[src/design/core_pkg.sv]
`default_nettype none

package core_pkg;

    // Datapath widths
    parameter int XLEN   = 32;
    parameter int REG_AW = 5;

    // RV32I major opcodes of the supported subset
    parameter logic [6:0] OPC_OP     = 7'b0110011;
    parameter logic [6:0] OPC_OP_IMM = 7'b0010011;
    parameter logic [6:0] OPC_LOAD   = 7'b0000011;
    parameter logic [6:0] OPC_STORE  = 7'b0100011;

    // ADDI x0, x0, 0
    parameter logic [XLEN-1:0] NOP_INSTR = 32'h0000_0013;

    typedef enum logic [2:0] {
        ALU_ADD,
        ALU_SUB,
        ALU_AND,
        ALU_OR,
        ALU_XOR,
        ALU_SLT
    } alu_op_e;

    //////////////////////////////////////////////////////////////////////////
    // Stage payloads
    //////////////////////////////////////////////////////////////////////////

    typedef struct packed {
        logic [XLEN-1:0] instr;
        logic [XLEN-1:0] pc;
    } if_id_t;

    typedef struct packed {
        alu_op_e           alu_op;
        logic [XLEN-1:0]   op_a;
        logic [XLEN-1:0]   op_b;
        logic [XLEN-1:0]   store_data;
        logic [REG_AW-1:0] dst;
        logic              we;
        logic              is_load;
        logic              is_store;
    } id_ex_t;

    typedef struct packed {
        logic [XLEN-1:0]   result;
        logic [XLEN-1:0]   store_data;
        logic [REG_AW-1:0] dst;
        logic              we;
        logic              is_load;
        logic              is_store;
    } ex_mem_t;

    typedef struct packed {
        logic [XLEN-1:0]   result;
        logic [REG_AW-1:0] dst;
        logic              we;
    } mem_wb_t;

endpackage

`default_nettype wire
[src/design/mem_port_if.sv]
`timescale 1ns/1ns
`default_nettype none

interface mem_port_if (
    input wire clk_i
);

    logic [core_pkg::XLEN-1:0] req_addr;
    logic                      req_rd;
    logic                      req_wr;
    logic [core_pkg::XLEN-1:0] req_wdata;
    logic [core_pkg::XLEN-1:0] rsp_rdata;
    logic                      rsp_ready;

    // Request held with stable address and data until rsp_ready
    modport requester (
        input  clk_i,
        output req_addr, req_rd, req_wr, req_wdata,
        input  rsp_rdata, rsp_ready
    );

    modport arbiter (
        input  clk_i,
        input  req_addr, req_rd, req_wr, req_wdata,
        output rsp_rdata, rsp_ready
    );

endinterface

`default_nettype wire

[src/design/mini_core.sv]
`timescale 1ns/1ns
`default_nettype none

module mini_core #(
    parameter logic [core_pkg::XLEN-1:0] RESET_PC = '0
) (
    input  wire                         clk_i,
    input  wire                         rst_n_i,
    output logic [core_pkg::XLEN-1:0]   mem_addr_o,
    output logic                        mem_rd_o,
    output logic                        mem_wr_o,
    output logic [core_pkg::XLEN-1:0]   mem_wdata_o,
    input  wire  [core_pkg::XLEN-1:0]   mem_rdata_i,
    input  wire                         mem_ready_i
);

    mem_port_if if_port (.clk_i(clk_i));
    mem_port_if dm_port (.clk_i(clk_i));

    logic                        if_valid, id_valid, dec_valid, ex_valid, mem_valid, wb_valid;
    core_pkg::if_id_t            if_data, id_data;
    core_pkg::id_ex_t            dec_data, ex_data;
    core_pkg::ex_mem_t           exe_data, mem_data;
    core_pkg::mem_wb_t           mem_out, wb_data;
    logic [core_pkg::REG_AW-1:0] rs1_addr, rs2_addr;
    logic [core_pkg::XLEN-1:0]   rs1_data, rs2_data;
    logic                        rs1_used, rs2_used;
    logic                        mem_busy;
    logic                        hold_if, hold_id, hold_ex, bubble_ex, bubble_wb;
    logic                        dm_sel;
    logic                        owner_q;
    logic                        busy_q;

    ////////////////////////////////////////////////////////////////////////////
    // Memory port arbiter
    ////////////////////////////////////////////////////////////////////////////

    // Owner only changes between requests, data side wins when free
    assign dm_sel = busy_q ? owner_q : (dm_port.req_rd || dm_port.req_wr);

    always_ff @(posedge clk_i or negedge rst_n_i) begin
        if (!rst_n_i) begin
            busy_q  <= 1'b0;
            owner_q <= 1'b0;
        end else begin
            busy_q  <= (mem_rd_o || mem_wr_o) && !mem_ready_i;
            owner_q <= dm_sel;
        end
    end

    assign mem_addr_o  = dm_sel ? dm_port.req_addr  : if_port.req_addr;
    assign mem_rd_o    = dm_sel ? dm_port.req_rd    : if_port.req_rd;
    assign mem_wr_o    = dm_sel ? dm_port.req_wr    : if_port.req_wr;
    assign mem_wdata_o = dm_sel ? dm_port.req_wdata : if_port.req_wdata;

    assign if_port.rsp_rdata = mem_rdata_i;
    assign dm_port.rsp_rdata = mem_rdata_i;
    assign if_port.rsp_ready = mem_ready_i && !dm_sel;
    assign dm_port.rsp_ready = mem_ready_i && dm_sel;

    ////////////////////////////////////////////////////////////////////////////
    // Pipeline
    ////////////////////////////////////////////////////////////////////////////

    fetch_stage #(.RESET_PC(RESET_PC)) u_fetch (
        .clk_i(clk_i), .rst_n_i(rst_n_i), .mem(if_port),
        .stall_i(hold_if), .valid_o(if_valid), .data_o(if_data)
    );

    pipe_stage_reg #(.PAYLOAD_T(core_pkg::if_id_t)) u_if_id (
        .clk_i(clk_i), .rst_n_i(rst_n_i), .valid_i(if_valid), .data_i(if_data),
        .hold_i(hold_if), .bubble_i(1'b0), .valid_o(id_valid), .data_o(id_data)
    );

    decode_stage u_decode (
        .valid_i(id_valid), .data_i(id_data),
        .rs1_addr_o(rs1_addr), .rs2_addr_o(rs2_addr),
        .rs1_data_i(rs1_data), .rs2_data_i(rs2_data),
        .rs1_used_o(rs1_used), .rs2_used_o(rs2_used),
        .valid_o(dec_valid), .data_o(dec_data)
    );

    register_file u_regfile (
        .clk_i(clk_i), .rst_n_i(rst_n_i),
        .raddr_a_i(rs1_addr), .rdata_a_o(rs1_data),
        .raddr_b_i(rs2_addr), .rdata_b_o(rs2_data),
        .we_i(wb_valid && wb_data.we), .waddr_i(wb_data.dst), .wdata_i(wb_data.result)
    );

    pipe_stage_reg #(.PAYLOAD_T(core_pkg::id_ex_t)) u_id_ex (
        .clk_i(clk_i), .rst_n_i(rst_n_i), .valid_i(dec_valid), .data_i(dec_data),
        .hold_i(hold_id), .bubble_i(bubble_ex), .valid_o(ex_valid), .data_o(ex_data)
    );

    execute_stage u_execute (.data_i(ex_data), .data_o(exe_data));

    pipe_stage_reg #(.PAYLOAD_T(core_pkg::ex_mem_t)) u_ex_mem (
        .clk_i(clk_i), .rst_n_i(rst_n_i), .valid_i(ex_valid), .data_i(exe_data),
        .hold_i(hold_ex), .bubble_i(1'b0), .valid_o(mem_valid), .data_o(mem_data)
    );

    mem_stage u_mem (
        .valid_i(mem_valid), .data_i(mem_data), .mem(dm_port),
        .busy_o(mem_busy), .data_o(mem_out)
    );

    pipe_stage_reg #(.PAYLOAD_T(core_pkg::mem_wb_t)) u_mem_wb (
        .clk_i(clk_i), .rst_n_i(rst_n_i), .valid_i(mem_valid), .data_i(mem_out),
        .hold_i(1'b0), .bubble_i(bubble_wb), .valid_o(wb_valid), .data_o(wb_data)
    );

    hazard_ctrl u_hazard (
        .id_valid_i(id_valid), .rs1_addr_i(rs1_addr), .rs2_addr_i(rs2_addr),
        .rs1_used_i(rs1_used), .rs2_used_i(rs2_used),
        .ex_valid_i(ex_valid), .ex_dst_i(ex_data.dst), .ex_we_i(ex_data.we),
        .mem_valid_i(mem_valid), .mem_dst_i(mem_data.dst), .mem_we_i(mem_data.we),
        .wb_valid_i(wb_valid), .wb_dst_i(wb_data.dst), .wb_we_i(wb_data.we),
        .mem_busy_i(mem_busy),
        .hold_if_o(hold_if), .hold_id_o(hold_id), .hold_ex_o(hold_ex),
        .bubble_ex_o(bubble_ex), .bubble_wb_o(bubble_wb)
    );

endmodule

`default_nettype wire

[src/design/hazard_ctrl.sv]
`timescale 1ns/1ns
`default_nettype none

module hazard_ctrl (
    input  wire                          id_valid_i,
    input  wire  [core_pkg::REG_AW-1:0]  rs1_addr_i,
    input  wire  [core_pkg::REG_AW-1:0]  rs2_addr_i,
    input  wire                          rs1_used_i,
    input  wire                          rs2_used_i,
    input  wire                          ex_valid_i,
    input  wire  [core_pkg::REG_AW-1:0]  ex_dst_i,
    input  wire                          ex_we_i,
    input  wire                          mem_valid_i,
    input  wire  [core_pkg::REG_AW-1:0]  mem_dst_i,
    input  wire                          mem_we_i,
    input  wire                          wb_valid_i,
    input  wire  [core_pkg::REG_AW-1:0]  wb_dst_i,
    input  wire                          wb_we_i,
    input  wire                          mem_busy_i,
    output logic                         hold_if_o,
    output logic                         hold_id_o,
    output logic                         hold_ex_o,
    output logic                         bubble_ex_o,
    output logic                         bubble_wb_o
);

    function automatic logic pending(input logic [core_pkg::REG_AW-1:0] rs);
        return (ex_valid_i && ex_we_i && (ex_dst_i == rs))
            || (mem_valid_i && mem_we_i && (mem_dst_i == rs))
            || (wb_valid_i && wb_we_i && (wb_dst_i == rs));
    endfunction

    logic raw;

    assign raw = id_valid_i
        && ((rs1_used_i && (rs1_addr_i != '0) && pending(rs1_addr_i))
         || (rs2_used_i && (rs2_addr_i != '0) && pending(rs2_addr_i)));

    // hold_X freezes the register after stage X, bubble_X empties the one before X
    assign hold_if_o   = mem_busy_i || raw;
    assign hold_id_o   = mem_busy_i;
    assign hold_ex_o   = mem_busy_i;
    assign bubble_ex_o = !mem_busy_i && raw;
    assign bubble_wb_o = mem_busy_i;

endmodule

`default_nettype wire

[src/design/mem_stage.sv]
`timescale 1ns/1ns
`default_nettype none

module mem_stage (
    input  wire                 valid_i,
    input  core_pkg::ex_mem_t   data_i,
    mem_port_if.requester       mem,
    output logic                busy_o,
    output core_pkg::mem_wb_t   data_o
);

    logic rd_req;
    logic wr_req;

    // EX/MEM is held during the access, which keeps the request stable
    assign rd_req = valid_i && data_i.is_load;
    assign wr_req = valid_i && data_i.is_store;

    assign mem.req_addr  = data_i.result;
    assign mem.req_rd    = rd_req;
    assign mem.req_wr    = wr_req;
    assign mem.req_wdata = data_i.store_data;

    assign busy_o = (rd_req || wr_req) && !mem.rsp_ready;

    // Load data is only valid in the ready cycle, when busy_o is low
    assign data_o.result = data_i.is_load ? mem.rsp_rdata : data_i.result;
    assign data_o.dst    = data_i.dst;
    assign data_o.we     = data_i.we;

endmodule

`default_nettype wire

[src/design/execute_stage.sv]
`timescale 1ns/1ns
`default_nettype none

module execute_stage (
    input  core_pkg::id_ex_t  data_i,
    output core_pkg::ex_mem_t data_o
);

    logic [core_pkg::XLEN-1:0] alu_res;

    // Loads and stores come in as ALU_ADD, so the sum is the address
    always_comb begin
        case (data_i.alu_op)
            core_pkg::ALU_SUB: alu_res = data_i.op_a - data_i.op_b;
            core_pkg::ALU_AND: alu_res = data_i.op_a & data_i.op_b;
            core_pkg::ALU_OR:  alu_res = data_i.op_a | data_i.op_b;
            core_pkg::ALU_XOR: alu_res = data_i.op_a ^ data_i.op_b;
            core_pkg::ALU_SLT: begin
                alu_res = {31'd0, $signed(data_i.op_a) < $signed(data_i.op_b)};
            end
            default:           alu_res = data_i.op_a + data_i.op_b;
        endcase
    end

    assign data_o.result     = alu_res;
    assign data_o.store_data = data_i.store_data;
    assign data_o.dst        = data_i.dst;
    assign data_o.we         = data_i.we;
    assign data_o.is_load    = data_i.is_load;
    assign data_o.is_store   = data_i.is_store;

endmodule

`default_nettype wire

[src/design/register_file.sv]
`timescale 1ns/1ns
`default_nettype none

module register_file (
    input  wire                          clk_i,
    input  wire                          rst_n_i,
    input  wire  [core_pkg::REG_AW-1:0]  raddr_a_i,
    output logic [core_pkg::XLEN-1:0]    rdata_a_o,
    input  wire  [core_pkg::REG_AW-1:0]  raddr_b_i,
    output logic [core_pkg::XLEN-1:0]    rdata_b_o,
    input  wire                          we_i,
    input  wire  [core_pkg::REG_AW-1:0]  waddr_i,
    input  wire  [core_pkg::XLEN-1:0]    wdata_i
);

    logic [core_pkg::XLEN-1:0] regs_q [32];

    // x0 is never written, so it stays at its reset value
    always_ff @(posedge clk_i or negedge rst_n_i) begin
        if (!rst_n_i) begin
            for (int i = 0; i < 32; i++) begin
                regs_q[i] <= '0;
            end
        end else if (we_i && (waddr_i != '0)) begin
            regs_q[waddr_i] <= wdata_i;
        end
    end

    assign rdata_a_o = regs_q[raddr_a_i];
    assign rdata_b_o = regs_q[raddr_b_i];

endmodule

`default_nettype wire

[src/design/decode_stage.sv]
`timescale 1ns/1ns
`default_nettype none

module decode_stage (
    input  wire                             valid_i,
    input  core_pkg::if_id_t                data_i,
    output logic [core_pkg::REG_AW-1:0]     rs1_addr_o,
    output logic [core_pkg::REG_AW-1:0]     rs2_addr_o,
    input  wire  [core_pkg::XLEN-1:0]       rs1_data_i,
    input  wire  [core_pkg::XLEN-1:0]       rs2_data_i,
    output logic                            rs1_used_o,
    output logic                            rs2_used_o,
    output logic                            valid_o,
    output core_pkg::id_ex_t                data_o
);

    logic [core_pkg::XLEN-1:0] instr;
    logic [6:0]                opcode;
    logic [2:0]                funct3;
    logic [core_pkg::XLEN-1:0] imm_i;
    logic [core_pkg::XLEN-1:0] imm_s;
    logic                      is_op;
    logic                      is_op_imm;
    logic                      is_load;
    logic                      is_store;
    logic                      legal;

    // Empty slots decode as a NOP so nothing downstream reacts
    assign instr  = valid_i ? data_i.instr : core_pkg::NOP_INSTR;
    assign opcode = instr[6:0];
    assign funct3 = instr[14:12];

    assign imm_i = {{20{instr[31]}}, instr[31:20]};
    assign imm_s = {{20{instr[31]}}, instr[31:25], instr[11:7]};

    assign is_op     = (opcode == core_pkg::OPC_OP);
    assign is_op_imm = (opcode == core_pkg::OPC_OP_IMM) && (funct3 == 3'b000);
    assign is_load   = (opcode == core_pkg::OPC_LOAD) && (funct3 == 3'b010);
    assign is_store  = (opcode == core_pkg::OPC_STORE) && (funct3 == 3'b010);

    always_comb begin
        data_o.alu_op = core_pkg::ALU_ADD;
        legal         = is_op_imm || is_load || is_store;
        if (is_op) begin
            legal = 1'b1;
            case (funct3)
                3'b000:  data_o.alu_op = instr[30] ? core_pkg::ALU_SUB : core_pkg::ALU_ADD;
                3'b010:  data_o.alu_op = core_pkg::ALU_SLT;
                3'b100:  data_o.alu_op = core_pkg::ALU_XOR;
                3'b110:  data_o.alu_op = core_pkg::ALU_OR;
                3'b111:  data_o.alu_op = core_pkg::ALU_AND;
                default: legal = 1'b0;
            endcase
        end
    end

    assign rs1_addr_o = instr[19:15];
    assign rs2_addr_o = instr[24:20];
    assign rs1_used_o = legal;
    assign rs2_used_o = legal && (is_op || is_store);

    // Unknown opcodes leave the pipe as empty slots
    assign valid_o           = valid_i && legal;
    assign data_o.op_a       = rs1_data_i;
    assign data_o.op_b       = is_op ? rs2_data_i : (is_store ? imm_s : imm_i);
    assign data_o.store_data = rs2_data_i;
    assign data_o.dst        = instr[11:7];
    assign data_o.we         = legal && !is_store;
    assign data_o.is_load    = is_load;
    assign data_o.is_store   = is_store;

endmodule

`default_nettype wire

[src/design/fetch_stage.sv]
`timescale 1ns/1ns
`default_nettype none

module fetch_stage #(
    parameter logic [core_pkg::XLEN-1:0] RESET_PC = '0
) (
    input  wire                clk_i,
    input  wire                rst_n_i,
    mem_port_if.requester      mem,
    input  wire                stall_i,
    output logic               valid_o,
    output core_pkg::if_id_t   data_o
);

    logic [core_pkg::XLEN-1:0] pc_q;
    logic                      req_q;
    logic                      buf_valid_q;
    logic [core_pkg::XLEN-1:0] buf_instr_q;
    logic                      fetch_done;

    assign fetch_done = req_q && mem.rsp_ready;

    assign mem.req_addr  = pc_q;
    assign mem.req_rd    = req_q;
    assign mem.req_wr    = 1'b0;
    assign mem.req_wdata = '0;

    // Buffered word first, else the word returning this cycle
    assign valid_o      = buf_valid_q || fetch_done;
    assign data_o.instr = buf_valid_q ? buf_instr_q : mem.rsp_rdata;
    assign data_o.pc    = pc_q;

    always_ff @(posedge clk_i or negedge rst_n_i) begin
        if (!rst_n_i) begin
            pc_q        <= RESET_PC;
            req_q       <= 1'b0;
            buf_valid_q <= 1'b0;
        end else if (valid_o && !stall_i) begin
            // Word taken by IF/ID, next request right away
            pc_q        <= pc_q + 32'd4;
            req_q       <= 1'b1;
            buf_valid_q <= 1'b0;
        end else if (fetch_done) begin
            // Returned during a stall, park it
            req_q       <= 1'b0;
            buf_valid_q <= 1'b1;
        end else if (!buf_valid_q) begin
            req_q <= 1'b1;
        end
    end

    always_ff @(posedge clk_i) begin
        if (fetch_done) begin
            buf_instr_q <= mem.rsp_rdata;
        end
    end

endmodule

`default_nettype wire

[src/design/pipe_stage_reg.sv]
`timescale 1ns/1ns
`default_nettype none

module pipe_stage_reg #(
    parameter type PAYLOAD_T = logic
) (
    input  wire      clk_i,
    input  wire      rst_n_i,
    input  wire      valid_i,
    input  PAYLOAD_T data_i,
    input  wire      hold_i,
    input  wire      bubble_i,
    output logic     valid_o,
    output PAYLOAD_T data_o
);

    // Hold wins over bubble, bubble wins over load
    always_ff @(posedge clk_i or negedge rst_n_i) begin
        if (!rst_n_i) begin
            valid_o <= 1'b0;
        end else if (hold_i) begin
            valid_o <= valid_o;
        end else if (bubble_i) begin
            valid_o <= 1'b0;
        end else begin
            valid_o <= valid_i;
        end
    end

    // Payload is don't care while invalid
    always_ff @(posedge clk_i) begin
        if (!hold_i) begin
            data_o <= data_i;
        end
    end

endmodule

`default_nettype wire

[config.mk]
export PLATFORM = sky130hd
export DESIGN_NAME = mini_core
export DESIGN_NICKNAME = d
export VERILOG_FILES = /design/src/design/core_pkg.sv /design/src/design/mem_port_if.sv /design/src/design/mini_core.sv /design/src/design/hazard_ctrl.sv /design/src/design/mem_stage.sv /design/src/design/execute_stage.sv /design/src/design/register_file.sv /design/src/design/decode_stage.sv /design/src/design/fetch_stage.sv /design/src/design/pipe_stage_reg.sv
export SDC_FILE = /design/constraint.sdc
export NUM_CORES = 2
export LEC_CHECK = 0
export CAP_MARGIN = 20
export CORE_MARGIN = 5
export CORE_UTILIZATION = 28
export DETAILED_ROUTE_END_ITERATION = 8
export DONT_BUFFER_PORTS = 1
export SLEW_MARGIN = 20
export SYNTH_ARGS = -nofsm -noshare
export SYNTH_HDL_FRONTEND = slang
export SYNTH_SLANG_ARGS = --single-unit
[constraint.sdc]
create_clock -name clk_i -period 6.9 [get_ports clk_i]
set_clock_uncertainty 0.1 [all_clocks]
set_input_delay 1.035 -clock clk_i [delete_from_list [all_inputs] [get_ports clk_i]]
set_output_delay 1.035 -clock clk_i [all_outputs]
set_load 0.03 [all_outputs]
==> flow_metrics.env <==
export IMPL_status="complete, no violations"
export IMPL_cp_num_buf_inv=2
export IMPL_grt_pass1_vias=58900
export IMPL_reg2reg_depth=11
export IMPL_netlist_instances=7014
export IMPL_drt_pre_antenna_iters=8
export IMPL_leakage_nw=35.0
export IMPL_synth_distinct_cells=92
export IMPL_cp_data_required_time_ns=7.35
export IMPL_drt_wl_total_um=283000
export IMPL_syn_nets=7148
export IMPL_rr_startpoint="u_if_id.valid_o"
export IMPL_crit_path_end_kind="flip-flop"
export IMPL_core_area_um2=263000
export IMPL_drc=0
export IMPL_max_stage_delay_ns=0.99
export IMPL_yosysSeqAreaShare=0.467
export IMPL_crit_chain="buf_4 -> and2_4 -> buf_12 -> nand2_1 -> nand2_1 -> a221oi_1 -> nor3_1 -> nor3_1 -> a21oi_1 -> nand2_1 -> o21ai_0"
export IMPL_hpwl_um=158000
export IMPL_rows=188
export IMPL_yosysWarnings=0
export IMPL_hold_ws_ns=0.0403
export IMPL_rsz0062_at_grt="false"
export IMPL_gp_congestion=0.900
export IMPL_io_pins=101
export IMPL_synth_flop_cell="dfrtp_1"
export IMPL_vias=59600
export IMPL_cts_root_buf="clkbuf_16"
export IMPL_cts_buffers=145
export IMPL_final_nets=6734
export IMPL_r2r_slack_ns=2.29
export IMPL_cts_setup_buffers=0
export IMPL_critical_path_peak_fanout=91
export IMPL_vias_per_cell=5.82
export IMPL_min_period_over_period=0.669
export IMPL_async_flop_share=0.791
export IMPL_vdd_drop_max_uv=278
export IMPL_tightest_slew_ns=1.26
export IMPL_worst_ep_arrival_time_ns=5.07
export IMPL_criticalPathCategory="flip-flop to flip-flop"
export IMPL_antenna_found_initial=15
export IMPL_start_util=0.282
export IMPL_die_w_um=524
export IMPL_drt_initial_drc_count=7174
export IMPL_grtUsageTotal=0.196
export IMPL_fmax_ghz=0.217
export IMPL_tns_ns=0
export IMPL_cts_sinks=1343
export IMPL_ys_ff_latch=1343
export IMPL_slowest_stage="a21oi_1"
export IMPL_syn_area_per_cell_um2=10.6
export IMPL_synth_cell_area_um2=74100
export IMPL_drv_cap=0
export IMPL_wire_per_inst_um=27.7
export IMPL_hold_viol=0
export IMPL_drive_gt1_frac=0.267
export IMPL_critPathTopFamily="compound AO/OA/AOI/OAI gates"
export IMPL_cts_tree="yes"
export IMPL_cts_buffer_depth=3
export IMPL_clk_latency_ns=0.82
export IMPL_cts_repair_resize_count=0
export IMPL_slew_violations=0
export IMPL_worst_setup_path_start_kind="flip-flop"
export IMPL_area_growth_pct=11.2
export IMPL_cpMostUsedCell="nand2_1"
export IMPL_dieArea_um2=275000
export IMPL_cts_htree_levels=4
export IMPL_p_per_area_nw_per_um2=231
export IMPL_period_needed_ns=4.61
export IMPL_ant_nets=0
export IMPL_r2r_end="u_id_ex.data_o[43]"
export IMPL_hp_class="input pin to asynchronous set/reset pin"
export IMPL_grt_first_pass_wirelength_um=412000
export IMPL_grt_start_max_net_pins=227
export IMPL_max_slew_margin_rel=0.162
export IMPL_overflow=0
export IMPL_clkTransAtPathRegs_ns=0.06
export IMPL_setup_viol=0
export IMPL_synth_edff_count=243
export IMPL_io_buffers=0
export IMPL_die_y_um=524
==> state kept, by name, summed over array words and instances, names as in the netlist, 30 cells and up <==
name                  flops
u_regfile.regs_q       1024
u_id_ex.data_o          107
u_ex_mem.data_o          72
u_mem_wb.data_o          38
u_fetch.buf_instr_q      32
u_if_id.data_o           32
u_fetch.mem.req_addr     30
==> Yosys cell counts, types with 6 or more instances <==
cell / number / area [µm²]
nor2_1: 160 / 601
a221o_1: 65 / 651
mux2i_1: 8 / 80.1
nand3_1: 36 / 180
nor2b_1: 307 / 1920
a21oi_1: 383 / 1920
nand2_1: 1025 / 3850
or2_2: 7 / 43.8
o21ai_1: 13 / 65.1
nor3_1: 130 / 651
o211ai_1: 16 / 120
mux2_2: 1343 / 15100
a221oi_1: 137 / 1200
nand2b_1: 18 / 113
and3_1: 6 / 37.5
dfxtp_1: 38 / 761
edfxtp_1: 243 / 7300
dfrtp_1: 1062 / 26600
ha_1: 97 / 1210
buf_1: 121 / 454
a311oi_1: 257 / 2250
o21ai_0: 83 / 415
a31oi_1: 7 / 43.8
a21o_1: 31 / 233
clkbuf_1: 550 / 2060
o21a_1: 10 / 75.1
a211oi_1: 305 / 2290
nor4_1: 51 / 319
o31a_1: 6 / 52.6
o22ai_1: 27 / 169
and2_1: 15 / 93.8
a2111oi_0: 33 / 289
xnor2_1: 27 / 236
a22oi_1: 84 / 631
o31ai_1: 14 / 105
buf_2: 19 / 95.1
or3_1: 6 / 37.5
nand4_1: 8 / 50.1
inv_1: 115 / 432
nand3b_1: 12 / 90.1
o21bai_1: 8 / 60.1
xor2_1: 32 / 280
==> what timing repair did <==
item	in CTS	in global routing
hold buffers	2	0
endpoints found under the hold margin	34	0
setup endpoints to repair	0	0
==> cell families after synthesis <==
kind of cell    synth area share
mux                        0.205
compound gates             0.150
flops                      0.467
xor+xnor                 0.00697
buf+inv                   0.0425
simple gates               0.111
fa+ha+maj                 0.0169
==> power by group <==
| part | internal [mW] | switching, mW |
|---|---|---|
| registers | 8.33 | 0.589 |
| logic | 0.613 | 1.54 |
| clock network | 4.49 | 3.44 |
==> cell type report <==
type / count / area (µm²)
sequential: 1343 / 34600
clock inverter: 62 / 597
antenna: 10 / 25.0
multi-input combinational: 4854 / 36700
fill: 26600 / 181000
timing repair buffer: 139 / 1460
clock buffer: 204 / 4150
inverter: 117 / 447
tap: 3515 / 4400
==> cell usage in the layout (no fill, tap or decap), drive strengths merged, types with 10 or more instances in the layout <==
master and count:
a221oi 137, a2111oi 35, xnor2 27, nand2b 19, nand3b 12, nor2 160
clkinv 36, o21ai 97, o211ai 16, a22oi 84, dfrtp 1062, ha 97
a311oi 257, and2 16, a21o 31, inv 129, dfxtp 38, buf 138
clkbuf 204, nand3 36, o22ai 27, edfxtp 243, diode 10, nor3 131
a221o 66, a21oi 384, mux2 1343, a211oi 305, o31ai 14, xor2 32
nor2b 307, o21a 10, nand2 1025, nor4 51
==> per-layer routing <==
layer | wire length, µm | GRT usage | vias to the layer above
met5 | 174 | 0.00277 | -
li1 | - | - | 24900
met3 | 31400 | 0.0558 | 805
met1 | 113000 | 0.255 | 30200
met2 | 125000 | 0.304 | 3616
met4 | 13800 | 0.0870 | 12
==> how the worst max path moves through the flow <==
stage | cells past startpoint | end | slack [ns] | from
final | 11 | u_id_ex.data_o[43] | 2.29 | u_if_id.valid_o
after floorplan | 7 | u_fetch.mem.req_addr[18] | 0.32 | mem_ready_i
after global routing | 7 | u_id_ex.data_o[85] | 2.09 | u_if_id.valid_o
after CTS | 11 | u_id_ex.data_o[43] | 2.41 | u_if_id.valid_o
after detailed placement | 5 | u_regfile.regs_q[242] | 1.88 | rst_n_i
after global placement | 5 | u_regfile.regs_q[146] | 2.00 | rst_n_i
==> worst register-to-register path, delay by kind of cell (launching register included) <==
| kind | cells | cell delay [ns] |
|---|---|---|
| DFF | 1 | 0.53 |
| AOI/OAI and AO/OA | 3 | 1.31 |
| and+or+nand+nor | 6 | 1.34 |
| buffers and inverters | 2 | 1.07 |
==> metrics by stage <==
| step | cells | instance area (µm²) | util | setup WS, ns | total power [mW] |
|---|---|---|---|---|---|
| floorplan | 7014 | 74100 | - | 0.321 | 10.0 |
| global placement | 9963 | 77500 | 0.295 | 2.00 | 11.1 |
| detailed placement | 9963 | 77500 | 0.295 | 1.88 | 11.1 |
| CTS | 10200 | 82300 | 0.313 | 2.41 | 19.0 |
| global route | 10200 | 82400 | 0.313 | 2.09 | 19.6 |
| finish | 10200 | 82400 | 0.313 | 2.29 | 19.0 |
(Power assumes the default switching activity.)
